<file path="src/arb_share_pkg.sv">
`default_nettype none

package arb_share_pkg;

  // requester count used as the top level default
  localparam int num_req_c = 4;

  // size of the register bank, one word per entry
  localparam int num_regs_c = 16;

  // byte address, word index in bits 5 to 2
  // anything at 0x40 or above is outside the bank
  typedef logic [7:0] addr_t;

  // register and bus data width
  typedef logic [31:0] data_t;

  // axi4-lite response codes, only the two that the bank produces
  typedef enum logic [1:0] {
    resp_okay   = 2'b00,
    resp_slverr = 2'b10
  } resp_t;

  // issuer FSM
  typedef enum logic [1:0] {st_idle, st_write, st_read, st_resp} issue_state_t;

endpackage

`default_nettype wire

</file>
<file path="src/axil_if.sv">
`default_nettype none
`timescale 1ns/1ps

interface axil_if
  import arb_share_pkg::*;
();

  // write address and write data channels
  logic  aw_valid;
  logic  aw_ready;
  addr_t aw_addr;
  logic  w_valid;
  logic  w_ready;
  data_t w_data;

  // write response channel
  logic  b_valid;
  logic  b_ready;
  resp_t b_resp;

  // read address and read data channels
  logic  ar_valid;
  logic  ar_ready;
  addr_t ar_addr;
  logic  r_valid;
  logic  r_ready;
  data_t r_data;
  resp_t r_resp;

  modport manager (
    output aw_valid, aw_addr, w_valid, w_data, b_ready, ar_valid, ar_addr, r_ready,
    input  aw_ready, w_ready, b_valid, b_resp, ar_ready, r_valid, r_data, r_resp
  );

  modport subordinate (
    input  aw_valid, aw_addr, w_valid, w_data, b_ready, ar_valid, ar_addr, r_ready,
    output aw_ready, w_ready, b_valid, b_resp, ar_ready, r_valid, r_data, r_resp
  );

endinterface

`default_nettype wire

</file>
<file path="src/arb_share_top.sv">
`default_nettype none
`timescale 1ns/1ps

module arb_share_top
  import arb_share_pkg::*;
#(
  parameter int num_requesters = num_req_c
) (
  input  logic                       clk,
  input  logic                       rst_n,
  input  logic [num_requesters-1:0]  req_valid,
  output logic [num_requesters-1:0]  req_ready,
  input  logic [num_requesters-1:0]  req_write,
  input  addr_t [num_requesters-1:0] req_addr,
  input  data_t [num_requesters-1:0] req_wdata,
  output logic [num_requesters-1:0]  rsp_valid,
  output data_t                      rsp_rdata,
  output logic                       rsp_error
);

  // ------------------------------------------------------------------
  // stage wiring
  // ------------------------------------------------------------------
  logic [num_requesters-1:0]  pending;
  logic [num_requesters-1:0]  grant;
  logic [num_requesters-1:0]  grant_take;
  logic                       take;
  logic [num_requesters-1:0]  cmd_write;
  addr_t [num_requesters-1:0] cmd_addr;
  data_t [num_requesters-1:0] cmd_wdata;

  axil_if bus_if ();

  // input side, one slot per requester
  req_capture #(.num_requesters(num_requesters)) u_capture (
    .clk(clk), .rst_n(rst_n), .req_valid(req_valid), .req_ready(req_ready),
    .req_write(req_write), .req_addr(req_addr), .req_wdata(req_wdata),
    .grant_take(grant_take), .pending(pending), .cmd_write(cmd_write),
    .cmd_addr(cmd_addr), .cmd_wdata(cmd_wdata)
  );

  // priority rotates only when the issuer takes a grant
  rr_arbiter #(.num_requesters(num_requesters)) u_arbiter (
    .clk(clk), .rst_n(rst_n), .enable_priority_update(take),
    .request(pending), .grant(grant)
  );

  axil_issue #(.num_requesters(num_requesters)) u_issue (
    .clk(clk), .rst_n(rst_n), .grant(grant), .cmd_write(cmd_write),
    .cmd_addr(cmd_addr), .cmd_wdata(cmd_wdata), .take(take),
    .grant_take(grant_take), .rsp_valid(rsp_valid), .rsp_rdata(rsp_rdata),
    .rsp_error(rsp_error), .bus(bus_if.manager)
  );

  reg_bank u_bank (
    .clk(clk), .rst_n(rst_n), .bus(bus_if.subordinate)
  );

endmodule

`default_nettype wire

</file>
<file path="src/axil_issue.sv">
`default_nettype none
`timescale 1ns/1ps

module axil_issue
  import arb_share_pkg::*;
#(
  parameter int num_requesters = num_req_c
) (
  input  logic                       clk,
  input  logic                       rst_n,
  input  logic [num_requesters-1:0]  grant,
  input  logic [num_requesters-1:0]  cmd_write,
  input  addr_t [num_requesters-1:0] cmd_addr,
  input  data_t [num_requesters-1:0] cmd_wdata,
  output logic                       take,
  output logic [num_requesters-1:0]  grant_take,
  output logic [num_requesters-1:0]  rsp_valid,
  output data_t                      rsp_rdata,
  output logic                       rsp_error,
  axil_if.manager                    bus
);

  issue_state_t              state_q;
  logic                      aw_valid_q;
  logic                      w_valid_q;
  logic                      ar_valid_q;
  logic [num_requesters-1:0] owner_q;
  addr_t                     addr_q;
  data_t                     wdata_q;
  logic                      sel_write;
  addr_t                     sel_addr;
  data_t                     sel_wdata;
  logic                      b_done;
  logic                      r_done;

  // ------------------------------------------------------------------
  // pick the granted slot
  // ------------------------------------------------------------------
  always_comb begin
    sel_write = 1'b0;
    sel_addr  = '0;
    sel_wdata = '0;
    for (int i = 0; i < num_requesters; i++) begin
      if (grant[i]) begin
        sel_write = cmd_write[i];
        sel_addr  = cmd_addr[i];
        sel_wdata = cmd_wdata[i];
      end
    end
  end

  // take only from idle, one transaction in flight
  assign take       = (state_q == st_idle) && (|grant);
  assign grant_take = grant & {num_requesters{take}};
  assign b_done     = bus.b_valid && bus.b_ready;
  assign r_done     = bus.r_valid && bus.r_ready;

  // ------------------------------------------------------------------
  // FSM and channel valids
  // ------------------------------------------------------------------
  always_ff @(posedge clk) begin
    if (!rst_n) begin
      state_q    <= st_idle;
      aw_valid_q <= 1'b0;
      w_valid_q  <= 1'b0;
      ar_valid_q <= 1'b0;
    end else begin
      // each valid drops on its own ready
      if (bus.aw_ready) aw_valid_q <= 1'b0;
      if (bus.w_ready) w_valid_q <= 1'b0;
      if (bus.ar_ready) ar_valid_q <= 1'b0;
      case (state_q)
        st_idle: begin
          if (take && sel_write) begin
            state_q    <= st_write;
            aw_valid_q <= 1'b1;
            w_valid_q  <= 1'b1;
          end else if (take) begin
            state_q    <= st_read;
            ar_valid_q <= 1'b1;
          end
        end
        st_write: if (b_done) state_q <= st_resp;
        st_read:  if (r_done) state_q <= st_resp;
        default:  state_q <= st_idle;
      endcase
    end
  end

  // command and response payload
  always_ff @(posedge clk) begin
    if (take) begin
      owner_q <= grant;
      addr_q  <= sel_addr;
      wdata_q <= sel_wdata;
    end
    if (b_done && state_q == st_write) begin
      rsp_rdata <= '0;
      rsp_error <= (bus.b_resp == resp_slverr);
    end
    if (r_done && state_q == st_read) begin
      rsp_rdata <= bus.r_data;
      rsp_error <= (bus.r_resp == resp_slverr);
    end
  end

  assign bus.aw_valid = aw_valid_q;
  assign bus.aw_addr  = addr_q;
  assign bus.w_valid  = w_valid_q;
  assign bus.w_data   = wdata_q;
  assign bus.ar_valid = ar_valid_q;
  assign bus.ar_addr  = addr_q;
  // ready for the response for the whole wait
  assign bus.b_ready  = (state_q == st_write);
  assign bus.r_ready  = (state_q == st_read);

  // one-cycle pulse to the owner only
  assign rsp_valid = (state_q == st_resp) ? owner_q : '0;

  a_aw_hold: assert property (@(posedge clk) disable iff (!rst_n)
    bus.aw_valid && !bus.aw_ready |=> bus.aw_valid && $stable(bus.aw_addr));
  a_w_hold: assert property (@(posedge clk) disable iff (!rst_n)
    bus.w_valid && !bus.w_ready |=> bus.w_valid && $stable(bus.w_data));
  a_ar_hold: assert property (@(posedge clk) disable iff (!rst_n)
    bus.ar_valid && !bus.ar_ready |=> bus.ar_valid && $stable(bus.ar_addr));

endmodule

`default_nettype wire

</file>
<file path="src/reg_bank.sv">
`default_nettype none
`timescale 1ns/1ps

module reg_bank
  import arb_share_pkg::*;
(
  input logic           clk,
  input logic           rst_n,
  axil_if.subordinate   bus
);

  data_t regs [num_regs_c];
  logic  wr_ready_q;
  logic  ar_ready_q;
  logic  b_valid_q;
  logic  r_valid_q;
  resp_t b_resp_q;
  resp_t r_resp_q;
  data_t r_data_q;
  logic  wr_hs;
  logic  ar_hs;
  logic  wr_in_range;
  logic  rd_in_range;

  // both write channels are accepted together
  assign wr_hs       = bus.aw_valid && bus.w_valid && wr_ready_q;
  assign ar_hs       = bus.ar_valid && ar_ready_q;
  // in range means below 0x40
  assign wr_in_range = (bus.aw_addr[7:6] == 2'b00);
  assign rd_in_range = (bus.ar_addr[7:6] == 2'b00);

  // ------------------------------------------------------------------
  // handshakes and storage
  // ------------------------------------------------------------------
  always_ff @(posedge clk) begin
    if (!rst_n) begin
      wr_ready_q <= 1'b0;
      ar_ready_q <= 1'b0;
      b_valid_q  <= 1'b0;
      r_valid_q  <= 1'b0;
      for (int i = 0; i < num_regs_c; i++) begin
        regs[i] <= '0;
      end
    end else begin
      // ready a cycle after valid, a single-cycle pulse
      wr_ready_q <= bus.aw_valid && bus.w_valid && !wr_ready_q && !b_valid_q;
      ar_ready_q <= bus.ar_valid && !ar_ready_q && !r_valid_q;
      if (wr_hs) begin
        b_valid_q <= 1'b1;
        b_resp_q  <= wr_in_range ? resp_okay : resp_slverr;
        // out of range writes are dropped
        if (wr_in_range) regs[bus.aw_addr[5:2]] <= bus.w_data;
      end else if (bus.b_ready) begin
        b_valid_q <= 1'b0;
      end
      if (ar_hs) begin
        r_valid_q <= 1'b1;
        r_resp_q  <= rd_in_range ? resp_okay : resp_slverr;
        r_data_q  <= rd_in_range ? regs[bus.ar_addr[5:2]] : '0;
      end else if (bus.r_ready) begin
        r_valid_q <= 1'b0;
      end
    end
  end

  assign bus.aw_ready = wr_ready_q;
  assign bus.w_ready  = wr_ready_q;
  assign bus.b_valid  = b_valid_q;
  assign bus.b_resp   = b_resp_q;
  assign bus.ar_ready = ar_ready_q;
  assign bus.r_valid  = r_valid_q;
  assign bus.r_resp   = r_resp_q;
  assign bus.r_data   = r_data_q;

  // no new transaction completes over a pending response
  a_b_single: assert property (@(posedge clk) disable iff (!rst_n)
    bus.b_valid && !bus.b_ready |-> !wr_hs);
  a_r_single: assert property (@(posedge clk) disable iff (!rst_n)
    bus.r_valid && !bus.r_ready |-> !ar_hs);

endmodule

`default_nettype wire

</file>
<file path="src/req_capture.sv">
`default_nettype none
`timescale 1ns/1ps

module req_capture
  import arb_share_pkg::*;
#(
  parameter int num_requesters = num_req_c
) (
  input  logic                       clk,
  input  logic                       rst_n,
  input  logic [num_requesters-1:0]  req_valid,
  output logic [num_requesters-1:0]  req_ready,
  input  logic [num_requesters-1:0]  req_write,
  input  addr_t [num_requesters-1:0] req_addr,
  input  data_t [num_requesters-1:0] req_wdata,
  input  logic [num_requesters-1:0]  grant_take,
  output logic [num_requesters-1:0]  pending,
  output logic [num_requesters-1:0]  cmd_write,
  output addr_t [num_requesters-1:0] cmd_addr,
  output data_t [num_requesters-1:0] cmd_wdata
);

  // one slot per requester, full until the issuer takes it
  logic [num_requesters-1:0] full_q;
  logic [num_requesters-1:0] full_next;
  logic [num_requesters-1:0] ready_q;
  logic [num_requesters-1:0] accept;

  assign accept    = req_valid & ready_q;
  // take empties a slot, a handshake fills it
  assign full_next = (full_q & ~grant_take) | accept;

  // ready is registered so it stays low through reset
  always_ff @(posedge clk) begin
    if (!rst_n) begin
      full_q  <= '0;
      ready_q <= '0;
    end else begin
      full_q  <= full_next;
      ready_q <= ~full_next;
    end
  end

  // command payload, loaded on the handshake only
  always_ff @(posedge clk) begin
    for (int i = 0; i < num_requesters; i++) begin
      if (accept[i]) begin
        cmd_write[i] <= req_write[i];
        cmd_addr[i]  <= req_addr[i];
        cmd_wdata[i] <= req_wdata[i];
      end
    end
  end

  assign req_ready = ready_q;
  assign pending   = full_q;

  // the issuer may only take a slot that holds a command
  a_take_pending: assert property (@(posedge clk) disable iff (!rst_n)
    (grant_take & ~full_q) == '0);

endmodule

`default_nettype wire

</file>
<file path="src/rr_arbiter.sv">
`default_nettype none
`timescale 1ns/1ps

module rr_arbiter #(
  // two or more
  parameter int num_requesters = 2
) (
  input  logic                      clk,
  input  logic                      rst_n,
  input  logic                      enable_priority_update,
  input  logic [num_requesters-1:0] request,
  output logic [num_requesters-1:0] grant
);

  // ------------------------------------------------------------------
  // priority state
  // ------------------------------------------------------------------
  // last_grant is the lowest priority requester
  // the index just above it (mod num_requesters) is the highest
  logic [num_requesters-1:0] last_grant;
  logic [num_requesters-1:0] priority_mask;
  logic [num_requesters-1:0] request_high;
  logic [num_requesters-1:0] grant_high;
  logic [num_requesters-1:0] grant_wrap;

  // lowest set bit wins, a plain priority encoder
  function automatic logic [num_requesters-1:0] lowest_set(
    input logic [num_requesters-1:0] vec
  );
    logic [num_requesters-1:0] result;
    logic                      found;
    result = '0;
    found  = 1'b0;
    for (int i = 0; i < num_requesters; i++) begin
      if (vec[i] && !found) begin
        result[i] = 1'b1;
        found     = 1'b1;
      end
    end
    return result;
  endfunction

  // mask covers the last grant and everything below it
  for (genvar i = 0; i < num_requesters; i++) begin : gen_mask
    assign priority_mask[i] = |last_grant[num_requesters-1:i];
  end

  // requests above the last grant come first
  assign request_high = request & ~priority_mask;
  assign grant_high   = lowest_set(request_high);
  // nothing above, wrap around to the full vector
  assign grant_wrap   = lowest_set(request);
  assign grant        = (|request_high) ? grant_high : grant_wrap;

  // top bit set out of reset so index 0 leads
  always_ff @(posedge clk) begin
    if (!rst_n) begin
      last_grant <= {1'b1, {(num_requesters-1){1'b0}}};
    end else if (enable_priority_update && |request) begin
      last_grant <= grant;
    end
  end

  a_grant_legal: assert property (@(posedge clk) disable iff (!rst_n)
    $onehot0(grant) && ((grant & ~request) == '0));

endmodule

`default_nettype wire
</file>
<file path="config.mk">
export PLATFORM = sky130hd
export DESIGN_NAME = arb_share_top
export DESIGN_NICKNAME = d
export VERILOG_FILES = /design/src/arb_share_pkg.sv /design/src/axil_if.sv /design/src/arb_share_top.sv /design/src/axil_issue.sv /design/src/reg_bank.sv /design/src/req_capture.sv /design/src/rr_arbiter.sv
export SDC_FILE = /design/constraint.sdc
export NUM_CORES = 1
export LEC_CHECK = 0
export ABC_AREA = 1
export BUFFER_PORTS_ARGS = -buffer_cell sky130_fd_sc_hd__buf_2
export CORE_MARGIN = 10
export CORE_UTILIZATION = 34
export CTS_BUF_LIST = sky130_fd_sc_hd__clkbuf_8
export DETAILED_ROUTE_END_ITERATION = 6
export PLACE_DENSITY = 0.58
export SKIP_CTS_REPAIR_TIMING = 1
export SYNTH_ARGS = -nofsm -noshare
export SYNTH_HDL_FRONTEND = slang
export SYNTH_SLANG_ARGS = --single-unit
</file>
<file path="constraint.sdc">
create_clock -name clk -period 3.6 [get_ports clk]
set_input_delay 0.54 -clock clk [delete_from_list [all_inputs] [get_ports clk]]
set_output_delay 0.54 -clock clk [all_outputs]
set_load 0.05 [all_outputs]
</file>
==> reports/qor.csv <==
metric;value;unit
WP data arrival;3430;ps
CP startpoint kind;flip-flop;
crit end category;flip-flop;
Tmin final;2796;ps
final-report setup violation count;0;
HP Class;input pin to flip-flop;
initial antenna violation count;3;
sw frac;32.17;%
Net Sw Power;7.549;mW
Crit path required time;4230;ps
chip width;324.3;um
number of buffers created by CTS;131;
Synth Cell Area;31490;um2
H-tree depth;4;
syn_nets;2610;
Syn Inst Count;2435;
Yosys reg bits;798;
RSZ-0062 raised after global routing;no;
clock skew;39.31;ps
crit path from;u_issue.bus.ar_addr[2];
PD cells;614.8;nW/um2
worst vdd ir;354.0;uV
vias after detailed routing;21020;
Fmax achieved;357.7;MHz
Initial DRC Count;1942;
Main synth FF type;edfxtp_1;
Avg Inst Size Synth;12.93;um2
post-synth cell types;33;
Seq pwr share;47.3;%
setup TNS;0;ps
antenna-violating nets left;0;
share of cells above drive strength 1;16.60;%
clock-pin slew on the worst setup and hold paths;60;ps
fin nets;3020;
post-DR wirelength/cell;20.70;um
CTS max path bufs;3;
Top Ports;211;
largest net degree at the start of global routing;98;
Final HPWL DP;51.12;mm
end-of-flow core utilization;41.58;%
async set-reset flop share out of synthesis;0;%
clk root buf;clkbuf_8;
Routed WL;86.73;mm
first-pass GRT wire length;127.0;mm
Worst Tran Pin Value;1160;ps
Internal;15.92;mW
core footprint;91800;um2
Clock power frac;31.5;%
CP peak stage delay;670;ps
worst skew pair latency;800;ps
non-filler cells, final;4191;
CP Cell Sequence;inv_1, nand2_1, inv_4, buf_4, a22oi_1, a21oi_1, nor4_1, nor2_1;
drt first pass iters;5;
Initial Util;34.31;%
Critical Path Fanout Max;66;
Placed Cells;3799;
GRT Util Overall;15.55;%
status;completed;
max-slew violations;0;
total gr overflow;0;
critical path class;flip-flop to flip-flop;
Port Buffers;202;
Max-cap violations;0;
slowest CP cell;inv_4;
Syn. warnings;0;
endpoints failing hold;0;
TritonCTS clock tree;built;
CTS sink count;798;
hold path start;req_valid[0];
Die Y;324.3;um
area of the multi-input gates;6645;um2
Sequential Area;23750;um2
Rows;111;
EDFF count, synth;777;
Seq/Total Area, Yosys;75.42;%
Die ar.;105200;um2
Logic pwr share;21.2;%
reg-to-reg critical path startpoint;u_issue.bus.ar_addr[2];
Leakage;14.17;nW
Vias/cell;5.016;
DR DRC count;0;
area grow syn2layout;21.19;%
vias in the first global route;21110;
Filler cells;8441;
fin crit share;77.66;%
gpl congestion;0.7912;
Slew HR;22.68;%
[critical path, delay by kind of cell, from the launching register on]
family	cells	cell delay, ps
flip-flops	1	450
AO/OA/AOI/OAI	2	480
buffers and inverters	3	1280
AND/OR/NAND/NOR	3	410
[state kept, by name, indices dropped and copies added (netlist names), 2 cells and up]
register / cells
u_bank.bus.r_data: 32
u_issue.owner_q: 4
u_capture.cmd_addr: 24
u_bank.regs: 512
u_capture.cmd_write: 4
u_capture.req_ready: 4
u_issue.rsp_rdata: 32
u_capture.cmd_wdata: 128
u_issue.bus.ar_addr: 6
u_arbiter.last_grant: 4
u_issue.state_q: 2
u_capture.pending: 4
u_issue.bus.w_data: 32
[layer usage]
layer / share of wire (%) / GRT usage, % / wire (um)
met1: 42 / 20.97 / 36350
met2: 48 / 24.90 / 41300
met3: 8.5 / 3.309 / 7372
met4: 2.0 / 4.790 / 1712
met5: 0 / 0 / 0
[cell families after synthesis]
group,Yosys count,synth area share [%]
simple gates,943,11.84
flops,798,75.42
mux,1,0.03575
buf+inv,283,3.611
fa+ha+maj,5,0.1986
compound gates,405,8.896
[final timing paths]
check,to,slack [ps],cells past startpoint
worst min-delay path,u_capture.req_ready[0],130,4
worst max register to register,u_bank.bus.r_data[13],800,8
worst min register to register,u_bank.bus.ar_ready,450,1
worst max-delay path,u_bank.bus.r_data[13],800,8
[cells in the mapped netlist (all sizes together) (5+ instances only)]
cell type / count / share of area, %
a21boi: 36 / 0.86
a21oi: 72 / 1.2
a22oi: 256 / 6.1
a31oi: 14 / 0.28
buf: 60 / 0.95
clkbuf: 115 / 1.4
dfxtp: 21 / 1.3
edfxtp: 777 / 74
ha: 5 / 0.20
inv: 105 / 1.3
nand2: 280 / 3.3
nand3: 15 / 0.24
nand4: 38 / 0.75
nor2: 586 / 7.0
nor4: 19 / 0.38
o21ai: 20 / 0.33
[placed cells by master, fill, tap and decap left out, drive strengths merged, types with 15 or more instances in the layout]
cell	Yosys	layout
edfxtp	777	777
nor2	586	586
buf	60	296
nand2	280	280
a22oi	256	256
dlygate4sd3	0	156
inv	105	148
clkbuf	115	134
a21oi	72	72
clkinv	3	55
nand4	38	38
a21boi	36	36
dfxtp	21	21
o21ai	20	20
nor4	19	19
nand3	15	15
[area by class of cell]
type                       instances  area share [%]
inverter                         108           1.072
tap                             1243           4.075
clock inverter                    99           1.472
antenna                            3         0.01967
timing repair buffer             452           8.884
multi-input combinational       1354           17.41
sequential                       798           62.23
clock buffer                     134           4.832
[through the flow]
step	total power, mW	instance area, um2	setup slack, ps	hold slack [ps]
floorplan	14.08	31490	937.4	400.1
global placement	15.98	34190	851.4	407.9
detailed placement	16.07	34190	871.6	442.2
CTS	23.46	36600	861.1	-150.9
global route	24.51	38170	648.2	124.2
finish	23.47	38170	804.2	125.6
[power by group through the flow]
| stage | sequential, mW | combinational, mW | clock, mW |
|---|---|---|---|
| 2_1_floorplan | 11.2 | 2.84 | 0 |
| 3_3_place_gp | 11.3 | 4.70 | 0 |
| 3_5_place_dp | 11.3 | 4.77 | 0 |
| 4_1_cts | 11.1 | 4.78 | 7.57 |
| 5_1_grt | 11.2 | 5.37 | 7.99 |
| 6_report | 11.1 | 4.97 | 7.40 |
Power figures use the tool's default switching activity.
